==> config.mk <==
export PLATFORM = sky130hd
export DESIGN_NAME = fadd_pipe_top
export DESIGN_NICKNAME = d
export VERILOG_FILES = /design/src/logic/fadd_fmt_pkg.sv /design/src/logic/fadd_op_pkg.sv /design/src/logic/fadd_ex1_align.sv /design/src/logic/fadd_ex2_addsub.sv /design/src/logic/fadd_pipe_top.sv /design/src/logic/fadd_result_dp.sv /design/src/logic/fadd_src_classify.sv
export SDC_FILE = /design/constraint.sdc
export NUM_CORES = 1
export LEC_CHECK = 0
export BUFFER_PORTS_ARGS = -buffer_cell sky130_fd_sc_hd__buf_2
export CAP_MARGIN = 0
export CORE_MARGIN = 10
export CORE_UTILIZATION = 30
export DETAILED_ROUTE_END_ITERATION = 12
export GPL_ROUTABILITY_DRIVEN = 1
export MAX_ROUTING_LAYER = met4
export SYNTH_ARGS = -nofsm -noshare
export SYNTH_HDL_FRONTEND = slang
export SYNTH_SLANG_ARGS = --single-unit
export TNS_END_PERCENT = 10
==> constraint.sdc <==
create_clock -name fadd_ex1_pipe_clk -period 26.6 [get_ports fadd_ex1_pipe_clk]
set_input_delay 7.98 -clock fadd_ex1_pipe_clk [delete_from_list [all_inputs] [get_ports fadd_ex1_pipe_clk]]
set_output_delay 7.98 -clock fadd_ex1_pipe_clk [all_outputs]
set_load 0.02 [all_outputs]
==> src/logic/fadd_fmt_pkg.sv <==
//=============================
// format definitions for the fp add pipeline
// covers ieee single, ieee half and bfloat16
// import inside a module body, use scoped names in headers
//=============================
`default_nettype none

package fadd_fmt_pkg;

  // operand format select
  typedef enum logic [1:0] {
    FMT_SINGLE = 2'd0,
    FMT_HALF   = 2'd1,
    FMT_BHALF  = 2'd2
  } fadd_fmt_e;

  // internal layout, sized for the widest format
  localparam int FADD_EXP_W = 8;
  // hidden bit included
  localparam int FADD_MAN_W = 24;

  // ieee single
  localparam int SGL_EXP_W    = 8;
  localparam int SGL_FRAC_W   = 23;
  localparam int SGL_EXP_MAX  = 255;

  // ieee half
  localparam int HALF_EXP_W   = 5;
  localparam int HALF_FRAC_W  = 10;
  localparam int HALF_EXP_MAX = 31;

  // bfloat16
  localparam int BHALF_EXP_W   = 8;
  localparam int BHALF_FRAC_W  = 7;
  localparam int BHALF_EXP_MAX = 255;

  // canonical quiet nan, right-aligned in 32 bits
  localparam logic [31:0] SGL_CNAN   = 32'h7fc0_0000;
  localparam logic [31:0] HALF_CNAN  = 32'h0000_7e00;
  localparam logic [31:0] BHALF_CNAN = 32'h0000_7fc0;

endpackage

`default_nettype wire

==> src/logic/fadd_op_pkg.sv <==
//=============================
// opcodes and stage records of the fp add pipeline
// structs here travel between the classifier and the ex1/ex2/ex3 blocks
//=============================
`default_nettype none

package fadd_op_pkg;

  typedef enum logic [1:0] {
    OP_ADD = 2'd0,
    OP_SUB = 2'd1,
    OP_MIN = 2'd2,
    OP_MAX = 2'd3
  } fadd_op_e;

  // one unpacked operand, internal layout
  typedef struct packed {
    logic                                sign;
    logic [fadd_fmt_pkg::FADD_EXP_W-1:0] exp;
    logic [fadd_fmt_pkg::FADD_MAN_W-1:0] man;
    logic                                zero;
    logic                                inf;
    logic                                qnan;
    logic                                snan;
  } fadd_src_class_t;

  // ex1 to ex2 record
  // spec_data and sel_data hold {sign, exp[7:0], frac[22:0]}
  typedef struct packed {
    fadd_fmt_pkg::fadd_fmt_e             fmt;
    fadd_op_e                            op;
    logic                                eff_sub;
    logic [fadd_fmt_pkg::FADD_MAN_W-1:0] man_l;
    logic [fadd_fmt_pkg::FADD_MAN_W-1:0] man_s;
    logic [fadd_fmt_pkg::FADD_EXP_W-1:0] exp_l;
    logic                                sign_l;
    logic                                spec_vld;
    logic [31:0]                         spec_data;
    logic                                sel_vld;
    logic [31:0]                         sel_data;
    logic                                nv;
  } fadd_ex2_t;

  // normalized add/sub result, exponent may leave the format range
  typedef struct packed {
    logic [fadd_fmt_pkg::FADD_MAN_W-1:0] man;
    logic signed [9:0]                   exp;
    logic                                sign;
  } fadd_addsub_t;

  // final result at ex3
  typedef struct packed {
    logic [31:0] data;
    logic        nv;
  } fadd_rslt_t;

endpackage

`default_nettype wire

==> src/logic/fadd_ex1_align.sv <==
//=============================
// ex1 stage of the fp add pipeline
// swaps by magnitude, aligns the small mantissa, resolves specials and min/max
// registers the ex2 record on every clock
//=============================
`timescale 1ns/1ns
`default_nettype none

module fadd_ex1_align (
  input  logic                         fadd_ex1_pipe_clk,
  input  logic                         rst_n,
  input  logic                         in_vld,
  input  fadd_op_pkg::fadd_op_e        in_op,
  input  fadd_fmt_pkg::fadd_fmt_e      in_fmt,
  input  fadd_op_pkg::fadd_src_class_t src0_cls,
  input  fadd_op_pkg::fadd_src_class_t src1_cls,
  output logic                         ex2_vld,
  output fadd_op_pkg::fadd_ex2_t       ex2_data
);
  import fadd_fmt_pkg::*;
  import fadd_op_pkg::*;

  // quiet nan fraction, msb set only
  localparam logic [FADD_MAN_W-2:0] QNAN_FRAC = {1'b1, {(FADD_MAN_W-2){1'b0}}};

  fadd_ex2_t             ex1_data;
  fadd_src_class_t       src_big;
  fadd_src_class_t       src_sml;
  logic                  sign0;
  logic                  sign1;
  logic                  sign_l;
  logic                  op_minmax;
  logic                  src0_ge;
  logic                  mag_eq;
  logic                  src0_lt;
  logic                  src0_nan;
  logic                  src1_nan;
  logic                  inf_sub;
  logic [FADD_EXP_W-1:0] exp_diff;
  logic [31:0]           src0_int;
  logic [31:0]           src1_int;

  // subtract flips source 1
  assign sign0     = src0_cls.sign;
  assign sign1     = src1_cls.sign ^ (in_op == OP_SUB);
  assign op_minmax = (in_op == OP_MIN) || (in_op == OP_MAX);

  //=============================
  // magnitude order and alignment
  //=============================
  assign src0_ge  = {src0_cls.exp, src0_cls.man} >= {src1_cls.exp, src1_cls.man};
  assign mag_eq   = {src0_cls.exp, src0_cls.man} == {src1_cls.exp, src1_cls.man};
  assign src_big  = src0_ge ? src0_cls : src1_cls;
  assign src_sml  = src0_ge ? src1_cls : src0_cls;
  assign sign_l   = src0_ge ? sign0 : sign1;
  assign exp_diff = src_big.exp - src_sml.exp;

  // nan and inf flags
  assign src0_nan = src0_cls.qnan || src0_cls.snan;
  assign src1_nan = src1_cls.qnan || src1_cls.snan;
  assign inf_sub  = src0_cls.inf && src1_cls.inf && (sign0 ^ sign1);

  // operands in internal 32-bit form for min/max
  assign src0_int = {sign0, src0_cls.exp, src0_cls.man[FADD_MAN_W-2:0]};
  assign src1_int = {sign1, src1_cls.exp, src1_cls.man[FADD_MAN_W-2:0]};

  // signed order, negative side reverses magnitude
  assign src0_lt = (sign0 != sign1) ? sign0 :
                   sign0 ? (src0_ge && !mag_eq) : !src0_ge;

  always_comb begin
    ex1_data.fmt     = in_fmt;
    ex1_data.op      = in_op;
    ex1_data.eff_sub = sign0 ^ sign1;
    ex1_data.man_l   = src_big.man;
    // truncating shift, no guard or sticky
    ex1_data.man_s   = src_sml.man >> exp_diff;
    ex1_data.exp_l   = src_big.exp;
    ex1_data.sign_l  = sign_l;
    ex1_data.nv      = src0_cls.snan || src1_cls.snan || (!op_minmax && inf_sub);

    // default special is the quiet nan
    ex1_data.spec_vld  = 1'b0;
    ex1_data.spec_data = {1'b0, src_big.exp, QNAN_FRAC};
    ex1_data.sel_vld   = 1'b0;
    ex1_data.sel_data  = src0_int;

    if (op_minmax) begin
      if (src0_nan && src1_nan) begin
        ex1_data.spec_vld = 1'b1;
      end else begin
        ex1_data.sel_vld = 1'b1;
        if (src0_nan) begin
          ex1_data.sel_data = src1_int;
        end else if (src1_nan) begin
          ex1_data.sel_data = src0_int;
        end else if (src0_cls.zero && src1_cls.zero) begin
          // min prefers -0, max prefers +0
          ex1_data.sel_data = {(in_op == OP_MIN) ? (sign0 | sign1) : (sign0 & sign1), 31'b0};
        end else if ((in_op == OP_MIN) == src0_lt) begin
          ex1_data.sel_data = src0_int;
        end else begin
          ex1_data.sel_data = src1_int;
        end
      end
    end else if (src0_nan || src1_nan || inf_sub) begin
      ex1_data.spec_vld = 1'b1;
    end else if (src0_cls.inf || src1_cls.inf) begin
      // infinity sits in the big slot
      ex1_data.spec_vld  = 1'b1;
      ex1_data.spec_data = {sign_l, src_big.exp, {(FADD_MAN_W-1){1'b0}}};
    end
  end

  //=============================
  // ex1 to ex2
  //=============================
  always_ff @(posedge fadd_ex1_pipe_clk) begin
    if (!rst_n) begin
      ex2_vld <= 1'b0;
    end else begin
      ex2_vld <= in_vld;
    end
  end

  always_ff @(posedge fadd_ex1_pipe_clk) begin
    ex2_data <= ex1_data;
  end

  ex2_vld_rst_a: assert property (@(posedge fadd_ex1_pipe_clk) !rst_n |=> !ex2_vld);

  // one result source at most in ex2
  ex2_src_excl_a: assert property (@(posedge fadd_ex1_pipe_clk) disable iff (!rst_n)
    ex2_vld |-> !(ex2_data.spec_vld && ex2_data.sel_vld));

endmodule

`default_nettype wire

==> src/logic/fadd_ex2_addsub.sv <==
//=============================
// ex2 mantissa add/sub with normalization
// combinational, feeds the result datapath in the same cycle
//=============================
`timescale 1ns/1ns
`default_nettype none

module fadd_ex2_addsub (
  input  fadd_op_pkg::fadd_ex2_t    ex2_data,
  output fadd_op_pkg::fadd_addsub_t ex2_sum
);
  import fadd_fmt_pkg::*;

  logic [FADD_MAN_W:0]   sum_raw;
  logic [4:0]            lz_cnt;
  logic [FADD_MAN_W-1:0] man_norm;
  logic signed [9:0]     exp_base;
  logic signed [9:0]     exp_norm;

  // large first, so the difference never goes negative
  always_comb begin
    if (ex2_data.eff_sub) begin
      sum_raw = {1'b0, ex2_data.man_l} - {1'b0, ex2_data.man_s};
    end else begin
      sum_raw = {1'b0, ex2_data.man_l} + {1'b0, ex2_data.man_s};
    end
  end

  //=============================
  // leading zero count
  //=============================
  // highest set bit wins, full width when all zero
  always_comb begin
    lz_cnt = 5'(FADD_MAN_W);
    for (int i = 0; i < FADD_MAN_W; i++) begin
      if (sum_raw[i]) begin
        lz_cnt = 5'(FADD_MAN_W - 1 - i);
      end
    end
  end

  assign exp_base = $signed({2'b00, ex2_data.exp_l});

  // carry out shifts right, dropped lsb is truncated
  // otherwise shift left by the zero count
  always_comb begin
    if (sum_raw[FADD_MAN_W]) begin
      man_norm = sum_raw[FADD_MAN_W:1];
      exp_norm = exp_base + 10'sd1;
    end else begin
      man_norm = sum_raw[FADD_MAN_W-1:0] << lz_cnt;
      exp_norm = exp_base - $signed({5'b00000, lz_cnt});
    end
  end

  // exact zero shows up as a zero mantissa
  assign ex2_sum.man  = man_norm;
  assign ex2_sum.exp  = exp_norm;
  assign ex2_sum.sign = ex2_data.sign_l;

endmodule

`default_nettype wire

==> src/logic/fadd_pipe_top.sv <==
//=============================
// fp add pipeline top
// add, sub, min, max on single, half and bfloat16
// result valid two cycles after the input strobe
//=============================
`timescale 1ns/1ns
`default_nettype none

module fadd_pipe_top (
  input  logic                    fadd_ex1_pipe_clk,
  input  logic                    rst_n,
  input  logic                    in_vld,
  input  fadd_op_pkg::fadd_op_e   in_op,
  input  fadd_fmt_pkg::fadd_fmt_e in_fmt,
  input  logic [31:0]             in_src0,
  input  logic [31:0]             in_src1,
  output logic                    out_vld,
  output fadd_op_pkg::fadd_rslt_t out_rslt
);
  import fadd_op_pkg::*;

  fadd_src_class_t src0_cls;
  fadd_src_class_t src1_cls;
  logic            ex2_vld;
  fadd_ex2_t       ex2_data;
  fadd_addsub_t    ex2_sum;

  // ex1 operand unpack
  fadd_src_classify src0_cls0 (
    .fmt (in_fmt),
    .src (in_src0),
    .cls (src0_cls)
  );

  fadd_src_classify src1_cls0 (
    .fmt (in_fmt),
    .src (in_src1),
    .cls (src1_cls)
  );

  // ex1 align, registers into ex2
  fadd_ex1_align ex1_align0 (
    .fadd_ex1_pipe_clk (fadd_ex1_pipe_clk),
    .rst_n             (rst_n),
    .in_vld            (in_vld),
    .in_op             (in_op),
    .in_fmt            (in_fmt),
    .src0_cls          (src0_cls),
    .src1_cls          (src1_cls),
    .ex2_vld           (ex2_vld),
    .ex2_data          (ex2_data)
  );

  // ex2 mantissa arithmetic
  fadd_ex2_addsub ex2_addsub0 (
    .ex2_data (ex2_data),
    .ex2_sum  (ex2_sum)
  );

  // ex2 select and pack, registers into ex3
  fadd_result_dp result_dp0 (
    .fadd_ex1_pipe_clk (fadd_ex1_pipe_clk),
    .rst_n             (rst_n),
    .ex2_vld           (ex2_vld),
    .ex2_data          (ex2_data),
    .ex2_sum           (ex2_sum),
    .out_vld           (out_vld),
    .out_rslt          (out_rslt)
  );

endmodule

`default_nettype wire

==> src/logic/fadd_result_dp.sv <==
//=============================
// ex2 result select and format packing
// priority is special, then min/max select, then add/sub
// registers result and invalid flag into ex3
//=============================
`timescale 1ns/1ns
`default_nettype none

module fadd_result_dp (
  input  logic                      fadd_ex1_pipe_clk,
  input  logic                      rst_n,
  input  logic                      ex2_vld,
  input  fadd_op_pkg::fadd_ex2_t    ex2_data,
  input  fadd_op_pkg::fadd_addsub_t ex2_sum,
  output logic                      out_vld,
  output fadd_op_pkg::fadd_rslt_t   out_rslt
);
  import fadd_fmt_pkg::*;

  localparam int FRAC_W = FADD_MAN_W - 1;

  logic [31:0]           pick_data;
  logic                  res_nan;
  logic signed [9:0]     exp_max;
  logic                  fin_sign;
  logic [FADD_EXP_W-1:0] fin_exp;
  logic [FRAC_W-1:0]     fin_frac;
  logic [31:0]           rslt_data;
  fadd_fmt_e             ex3_fmt;

  // exponent ceiling of the format
  always_comb begin
    case (ex2_data.fmt)
      FMT_HALF:  exp_max = 10'(HALF_EXP_MAX);
      FMT_BHALF: exp_max = 10'(BHALF_EXP_MAX);
      default:   exp_max = 10'(SGL_EXP_MAX);
    endcase
  end

  // special and select data already in range
  assign pick_data = ex2_data.spec_vld ? ex2_data.spec_data : ex2_data.sel_data;
  assign res_nan   = ex2_data.spec_vld && (ex2_data.spec_data[FRAC_W-1:0] != '0);

  //=============================
  // sign, exponent, fraction
  //=============================
  always_comb begin
    fin_sign = ex2_sum.sign;
    fin_exp  = ex2_sum.exp[FADD_EXP_W-1:0];
    fin_frac = ex2_sum.man[FRAC_W-1:0];
    if (ex2_data.spec_vld || ex2_data.sel_vld) begin
      fin_sign = pick_data[31];
      fin_exp  = pick_data[30:FRAC_W];
      fin_frac = pick_data[FRAC_W-1:0];
    end else if (ex2_sum.man == '0) begin
      // exact zero, -0 only from -0 + -0
      fin_sign = !ex2_data.eff_sub && ex2_sum.sign;
      fin_exp  = '0;
      fin_frac = '0;
    end else if (ex2_sum.exp <= 10'sd0) begin
      // underflow to signed zero
      fin_exp  = '0;
      fin_frac = '0;
    end else if (ex2_sum.exp >= exp_max) begin
      // round toward zero stops at max finite
      fin_exp  = FADD_EXP_W'(exp_max - 10'sd1);
      fin_frac = '1;
    end
  end

  // right-aligned pack, upper half zero for 16-bit formats
  always_comb begin
    case (ex2_data.fmt)
      FMT_HALF: begin
        rslt_data = res_nan ? HALF_CNAN :
                    {16'h0, fin_sign, fin_exp[HALF_EXP_W-1:0],
                     fin_frac[FRAC_W-1 -: HALF_FRAC_W]};
      end
      FMT_BHALF: begin
        rslt_data = res_nan ? BHALF_CNAN :
                    {16'h0, fin_sign, fin_exp[BHALF_EXP_W-1:0],
                     fin_frac[FRAC_W-1 -: BHALF_FRAC_W]};
      end
      default: begin
        rslt_data = res_nan ? SGL_CNAN :
                    {fin_sign, fin_exp[SGL_EXP_W-1:0], fin_frac[FRAC_W-1 -: SGL_FRAC_W]};
      end
    endcase
  end

  //=============================
  // ex2 to ex3
  //=============================
  always_ff @(posedge fadd_ex1_pipe_clk) begin
    if (!rst_n) begin
      out_vld <= 1'b0;
    end else begin
      out_vld <= ex2_vld;
    end
  end

  always_ff @(posedge fadd_ex1_pipe_clk) begin
    out_rslt.data <= rslt_data;
    out_rslt.nv   <= ex2_data.nv;
    ex3_fmt       <= ex2_data.fmt;
  end

  ex3_pad_a: assert property (@(posedge fadd_ex1_pipe_clk) disable iff (!rst_n)
    out_vld && (ex3_fmt == FMT_HALF || ex3_fmt == FMT_BHALF)
    |-> out_rslt.data[31:16] == 16'h0);

endmodule

`default_nettype wire

==> src/logic/fadd_src_classify.sv <==
//=============================
// operand unpack and classify, combinational in ex1
// one instance per source operand
//=============================
`timescale 1ns/1ns
`default_nettype none

module fadd_src_classify (
  input  fadd_fmt_pkg::fadd_fmt_e      fmt,
  input  logic [31:0]                  src,
  output fadd_op_pkg::fadd_src_class_t cls
);
  import fadd_fmt_pkg::*;

  localparam int FRAC_W = FADD_MAN_W - 1;

  logic                  sign;
  logic [FADD_EXP_W-1:0] exp_f;
  logic [FRAC_W-1:0]     frac_f;
  logic [FADD_EXP_W-1:0] exp_max;
  logic                  exp_zero;
  logic                  exp_ones;

  // field select per format
  // fraction left-aligned under the hidden bit
  always_comb begin
    case (fmt)
      FMT_HALF: begin
        sign    = src[HALF_EXP_W + HALF_FRAC_W];
        exp_f   = FADD_EXP_W'(src[HALF_FRAC_W +: HALF_EXP_W]);
        frac_f  = FRAC_W'(src[HALF_FRAC_W-1:0]) << (FRAC_W - HALF_FRAC_W);
        exp_max = FADD_EXP_W'(HALF_EXP_MAX);
      end
      FMT_BHALF: begin
        sign    = src[BHALF_EXP_W + BHALF_FRAC_W];
        exp_f   = FADD_EXP_W'(src[BHALF_FRAC_W +: BHALF_EXP_W]);
        frac_f  = FRAC_W'(src[BHALF_FRAC_W-1:0]) << (FRAC_W - BHALF_FRAC_W);
        exp_max = FADD_EXP_W'(BHALF_EXP_MAX);
      end
      default: begin
        // single, also the unused encoding
        sign    = src[SGL_EXP_W + SGL_FRAC_W];
        exp_f   = FADD_EXP_W'(src[SGL_FRAC_W +: SGL_EXP_W]);
        frac_f  = FRAC_W'(src[SGL_FRAC_W-1:0]);
        exp_max = FADD_EXP_W'(SGL_EXP_MAX);
      end
    endcase
  end

  assign exp_zero = (exp_f == '0);
  assign exp_ones = (exp_f == exp_max);

  // subnormals flush to signed zero
  assign cls.sign = sign;
  assign cls.exp  = exp_zero ? '0 : exp_f;
  assign cls.man  = exp_zero ? '0 : {1'b1, frac_f};
  assign cls.zero = exp_zero;

  // all-ones exponent, msb of fraction splits quiet from signalling
  assign cls.inf  = exp_ones && (frac_f == '0);
  assign cls.qnan = exp_ones && frac_f[FRAC_W-1];
  assign cls.snan = exp_ones && !frac_f[FRAC_W-1] && (frac_f != '0);

endmodule

`default_nettype wire

; Yosys cells after proc, flatten, opt, wreduce, memory -nomap -nowiden
; Index checks and enable logic that the tools add are counted.
[word_totals]
reg_bits = 162
input_bits = 71
out_inout_bits = 34
word_cells = 159
[op_classes]
n_addsub = 6
n_lt_le_gt_ge = 3
n_eq_ne = 12
shift = 2
muxes = 72
bitwise = 5
n_reduce_logical = 42
[op_table]
columns = operator, count
row1 = 32-bit 2-to-1 mux, 7
row2 = 23-bit 2-to-1 mux, 4
row3 = 23-bit case mux with 2 select lines, 2
row4 = 5-bit 2-to-1 mux, 16
row5 = 24-bit 2-to-1 mux, 3
row6 = 36-bit 2-to-1 mux, 2
row7 = 23-bit nonzero test, 3
row8 = 33-bit 2-to-1 mux, 2
row9 = 8-bit 2-to-1 mux, 8
row10 = 32-bit case mux with 2 select lines, 1
row11 = 31-bit 2-to-1 mux, 2
row12 = 23-bit zero test, 2
row13 = 32-bit == test, 1
row14 = 32-bit greater-or-equal comparator, 1
row15 = 16-bit 2-to-1 mux, 2
row16 = 4-bit 2-to-1 mux, 8
row17 = 8-bit case mux with 2 select lines, 2
row18 = 24-bit by 24-bit adder with 25-bit output, 1
row19 = 25-bit 2-to-1 mux, 1
row20 = 24-bit by 24-bit subtractor with 25-bit output, 1
row21 = 24-bit zero test, 1
row22 = 24-bit by 5-bit left shift with 24-bit output, 1
row23 = 24-bit by 8-bit >> shifter with 24-bit output, 1
row24 = 8-bit == test, 2
row25 = other kinds (22), 68

; Logic depth before layout (Yosys ltp)
[depth]
depth_word = 35
ltp_mapped = 44
mapped_depth_nobuf = 38

; Cells and area by module
; Synthesis repeated with hierarchy kept, for this count alone.
[hier_totals]
hier_cells = 1736
hier_area_um2 = 13743.2
[by_module_without_submodules]
columns = module, instances, cells_each, area_each_um2, seq_area_each_um2
row1 = fadd_ex1_align, 1, 623, 6012.0, 2001.9
row2 = fadd_ex2_addsub, 1, 620, 4151.5, 0.0
row3 = fadd_result_dp, 1, 255, 2105.8, 680.7
row4 = fadd_src_classify, 2, 119, 737.0, 0.0

; Worst setup path after synthesis
; Ideal clock, no wire load.
[synth_timing]
path_type = input -> register
startpoint = input port in_fmt[0]
endpoint = register, netlist name ex1_align0.ex2_data[80]
setup_time_ps = 133
arrival_time_ps = 13925
t_required_ps = 26467
slack_ps = 12542
stages = 32
path_buffers = 5
cell_sequence = inv_1 ha_1 clkbuf_1 clkbuf_1 o21a_1 inv_1 nor3_1 nand4_1 and2_1 clkbuf_1 nand2_1 inv_1 ha_1 nor2b_1 o21a_1 o21a_1 o21a_1 o21ai_0 a21oi_1 nor4b_2 a21o_1 buf_2 mux2i_1 ha_1 inv_1 o221ai_1 xor2_1 buf_1 mux4_2 mux2_2 a22oi_1 nor2_1
[synth_via]
elab_chain_cells = 8
word_cells_on_any_way = 17
cone_classes = add/sub (1) / order compare (1) / eq/ne (2) / shift (1) / mux (10) / reduce/logical (2)
[synth_rtl]
columns = item, line_no
row1 = from (decl), fadd_pipe_top.sv:14  ; input fadd_fmt_pkg::fadd_fmt_e in_fmt,
row2 = 2-bit == test / 2-bit by 1-bit == test with 1-bit output (equally long branches), fadd_src_classify.sv:27  ; case (fmt)
row3 = 8-bit case mux with 2 select lines, fadd_src_classify.sv:27
row4 = 8-bit zero test, fadd_src_classify.sv:50  ; assign exp_zero = (exp_f == '0);
row5 = 24-bit 2-to-1 mux / 8-bit 2-to-1 mux (equally long branches), "fadd_src_classify.sv:56, fadd_src_classify.sv:55"
row6 = 32-bit greater-or-equal comparator, fadd_ex1_align.sv:51  ; assign src0_ge = {src0_cls.exp, src0_cls.man} >= {src1_cls.exp, src1_cls.man};
row7 = 36-bit 2-to-1 mux (on tied branches), "fadd_ex1_align.sv:53, fadd_ex1_align.sv:54"
row8 = 8-bit subtractor, fadd_ex1_align.sv:56  ; assign exp_diff = src_big.exp - src_sml.exp;
row9 = 24-bit by 8-bit >> shifter with 24-bit output (*), fadd_ex1_align.sv:77  ; ex1_data.man_s = src_sml.man >> exp_diff;
; Every way passes the cells marked *; elsewhere a longest branch is shown, timed or not.
; A chain may end at the register's enable or synchronous reset.

; Worst setup path in the final report
[layout_timing]
startpoint = input port in_fmt[1]
endpoint = register, netlist name ex1_align0.ex2_data[76]
[layout_via]
elab_chain_cells = 8
word_cells_on_any_way = 17
cone_classes = add/sub (1) / order compare (1) / eq/ne (2) / shift (1) / mux (10) / reduce/logical (2)
[layout_rtl]
columns = item, line_no
row1 = 2-bit == test / 2-bit by 1-bit == test with 1-bit output (equally long branches), fadd_src_classify.sv:27
row2 = 8-bit case mux with 2 select lines, fadd_src_classify.sv:27
row3 = 8-bit zero test, fadd_src_classify.sv:50
row4 = 24-bit 2-to-1 mux / 8-bit 2-to-1 mux (equally long branches), "fadd_src_classify.sv:56, fadd_src_classify.sv:55"
row5 = 32-bit greater-or-equal comparator, fadd_ex1_align.sv:51
row6 = 36-bit 2-to-1 mux (on tied branches), "fadd_ex1_align.sv:53, fadd_ex1_align.sv:54"
row7 = 8-bit subtractor, fadd_ex1_align.sv:56
row8 = 24-bit by 8-bit >> shifter with 24-bit output (*), fadd_ex1_align.sv:77
; Marks and branches as above.

==> results.txt <==
----------------------------------------------------
[Status]
  Run status ... finished, final reports clean

[Die]
  Placeable Area ... ~44000 sq um
  Total Die Area ... 54000 sq um
  Initial Utilization ... 30.4%
  Horizontal die dimension ... 232 um
  Ports placed on the boundary ... roughly 110
  DIE HEIGHT ... between 200 and 250 um
  Std cell rows ... slightly below 80

[Timing]
  Number of endpoints with negative hold slack in the final report ... 0
  Final number of setup-violating endpoints ... 0
  Clk_skew ... 18.6 ps
  Max Slew Vio Count ... 0
  Max Clk Rate ... between 0.06 and 0.07 GHz
  Final Cycle Share ... between 50% and 60%
  Shortest period the worst path allows ... between 15000 and 20000 ps
  Actual transition at the worst max-transition pin ... around 1100 ps
  Setup TNS Final ... 0 ps
  RSZ-0062 raised after global routing ... no
  Relative max-transition margin ... approximately 25%

[Placed design]
  Placement Cell Area ... between 10000 and 15000 sq um
  IO buf count ... between 100 and 150
  Last weighted congestion value of the routability-driven placer ... 1.00
  Cell count after placement ... 2400
  DP Wirelength ... 43200 um

[Critical path]
  Crit path max fanout ... between 40 and 50
  Crit. End Element ... register
  Startpoint class of the critical path ... input port
  Arrival time at the worst endpoint ... approximately 16000 ps
  Data required, critical path ... roughly 27000 ps
  Type of the worst setup path ... in2reg

[Drt]
  Vias per Instance ... 6.01
  DRC marker count from the first detailed-route iteration ... between 1500 and 2000
  Total wire length after detailed routing ... 53800 um
  Via total after detailed routing ... about 15000
  Number of design rule violations left after detail routing ... 0
  Antenna viol nets, final ... 0
  Initial DRT Pass Iterations ... 7
  Average wire length per cell after detail routing ... approximately 22 um

[Synth]
  Main area contributors after synthesis ... sky130_fd_sc_hd__dfxtp_1, sky130_fd_sc_hd__ha_1, sky130_fd_sc_hd__nand2_1
  Post-synthesis cell type with the largest combined area ... sky130_fd_sc_hd__dfxtp_1
  Summed instance area of the synthesized netlist ... approximately 14000 sq um
  Top cell types by occurrence after synthesis ... sky130_fd_sc_hd__nand2_1, sky130_fd_sc_hd__nor2_1, sky130_fd_sc_hd__dfxtp_1
  Ys async rst share ... 0%
  Count leader, synth ... sky130_fd_sc_hd__nand2_1
  Number of instances in the synthesized netlist ... 1797
  Syn_area_per_cell ... 7.52 sq um
  Post-Synthesis Net Count ... roughly 2000
  Flops & latches, synth ... ~130
  Unique masters post-synth ... 96
  Share of the yosys chip area belonging to registers ... between 15 and 20%
  Yosys top cell area share ... slightly below 20%
  Yosys Warn Count ... 0
  Dominant synthesized flop cell ... sky130_fd_sc_hd__dfxtp_1
  Post-synth EDFFs ... 0

[Global route]
  Antenna violations before repair ... 2
  Met3 Use GR ... between 2 and 3%
  Pin count of the biggest net entering global routing ... 88
  Via count of the first global-routing pass ... about 14000
  Met2 global-route usage ... between 20% and 30%
  Total congestion overflow ... 0
  Highest-utilization routing layer at the global route stage ... met2
  All-Layer GR Usage ... approximately a fifth
  GR Layer Usage met1 ... 26.6%
  Wire length of the first global-routing pass ... between 80000 and 90000 um

[Clocking]
  Resize count post-CTS ... 0
  TritonCTS clock tree ... yes
  CTS hold repair buffers ... 0
  Clock sink count ... around 130
  Clock slew seen by the registers of the worst setup and hold paths ... about 70 ps
  Insertion delay to the later sink of the worst-skew pair ... between 400 and 500 ps
  Post-CTS Repair Setup Buffers ... 0
  Max clock buf depth ... 2
  Maximum level of the CTS H-tree ... 4
  Root Buffer ... sky130_fd_sc_hd__clkbuf_16
  Clock buffers created by TritonCTS ... 17

[Flow run]
  Reported max-cap violation count ... 0

[Cells and area]
  Post-route cell area ... 15100 sq um
  Post-layout net count ... 1974
  Synthesis-to-finish area growth ... 11.8%
  Filler-free cell count of the finished design ... approximately 2400
  Share of post-route cells with drive strength above 1 ... about an eighth

[Worst hold path]
  Worst hold path class ... reg2reg

----------------------------------------------------
state kept, by name (all words and copies together) (netlist names):
name and count:
ex1_align0.ex2_data 97, result_dp0.out_vld 1, result_dp0.out_rslt 33, ex1_align0.ex2_vld 1
per-stage QoR:
step / utilization [%] / hold WS [ps] / setup WS (ps)
2_1_floorplan: - / 310 / 12540
5_1_grt: 34.0 / 353 / 10150
3_5_place_dp: 32.6 / 323 / 10530
4_1_cts: 34.0 / 343 / 10950
6_report: 34.0 / 344 / 10720
3_3_place_gp: 32.6 / 315 / 10610
layer usage:
layer	vias up	wire length (um)
met3	138	4290
met2	814	23400
li1	6790	-
met4	0	1780
met5	-	0
met1	6887	24400
layout by cell type (no fill, tap or decap), types with 35 or more instances in the layout:
cell                      count
sky130_fd_sc_hd__a22oi_1     42
sky130_fd_sc_hd__nand3_1     44
sky130_fd_sc_hd__a21o_1      37
sky130_fd_sc_hd__mux2i_1     73
sky130_fd_sc_hd__xnor2_1     39
sky130_fd_sc_hd__buf_2      104
sky130_fd_sc_hd__dfxtp_1    132
sky130_fd_sc_hd__ha_1        73
sky130_fd_sc_hd__a21oi_1    110
sky130_fd_sc_hd__nor3_1      47
sky130_fd_sc_hd__o21a_1      35
sky130_fd_sc_hd__nor2_1     162
sky130_fd_sc_hd__inv_1       77
sky130_fd_sc_hd__nand2_1    195
sky130_fd_sc_hd__o21ai_0    103
worst max-delay path, cell delays in order:
cell and delay [ps]:
sky130_fd_sc_hd__buf_2 120, sky130_fd_sc_hd__inv_1 50, sky130_fd_sc_hd__ha_1 880, sky130_fd_sc_hd__a22oi_1 210
sky130_fd_sc_hd__o21ai_0 520, sky130_fd_sc_hd__inv_1 230, sky130_fd_sc_hd__nand4_1 480, sky130_fd_sc_hd__inv_2 200
sky130_fd_sc_hd__nor2_1 290, sky130_fd_sc_hd__inv_1 140, sky130_fd_sc_hd__ha_1 300, sky130_fd_sc_hd__nand3_1 70
sky130_fd_sc_hd__nor3_1 490, sky130_fd_sc_hd__nand4_1 230, sky130_fd_sc_hd__nor4_1 610, sky130_fd_sc_hd__nor4b_2 190
sky130_fd_sc_hd__a21o_1 220, sky130_fd_sc_hd__buf_4 270, sky130_fd_sc_hd__mux2i_1 240, sky130_fd_sc_hd__ha_1 250
sky130_fd_sc_hd__inv_1 60, sky130_fd_sc_hd__o221ai_1 200, sky130_fd_sc_hd__nand2_1 200, sky130_fd_sc_hd__nand2_1 70
sky130_fd_sc_hd__a2111oi_0 940, sky130_fd_sc_hd__o21ai_1 440, sky130_fd_sc_hd__a211oi_1 260
logic make-up after synthesis:
kind of cell | share of synthesized area (%)
buffers and inverters | 5.82
adder cells (fa/ha/maj) | 7.14
XOR/XNOR | 3.63
multiplexers | 10.6
flip-flops | 19.5
AO/OA/AOI/OAI | 30.7
AND/OR/NAND/NOR | 22.6
layout make-up:
cell class                 count  area [sq um]
antenna                        1          2.50
clock buffer                  18           429
clock inverter                14           191
fill                        4636         29300
inverter                      80           300
multi-input combinational   1468         10100
sequential                   132          2640
tap                          592           741
timing repair buffer         128           701
final timing paths:
| path | startpoint | to | slack (ps) | cells after the start |
|---|---|---|---|---|
| max reg2reg | ex1_align0.ex2_data[124]$_DFF_P_ | result_dp0.out_rslt[13]$_DFF_P_ | 16050 | 37 |
| min reg2reg | ex1_align0.ex2_data[0]$_DFF_P_ | result_dp0.out_rslt[0]$_DFF_P_ | 340 | 0 |
| max | in_fmt[1] | ex1_align0.ex2_data[76]$_SDFF_PP0_ | 10720 | 27 |
| min | ex1_align0.ex2_data[0]$_DFF_P_ | result_dp0.out_rslt[0]$_DFF_P_ | 340 | 0 |
Power is left out: the tool's default activity adds up to more than one toggle a clock period on the data nets, which glitch-free logic cannot reach.
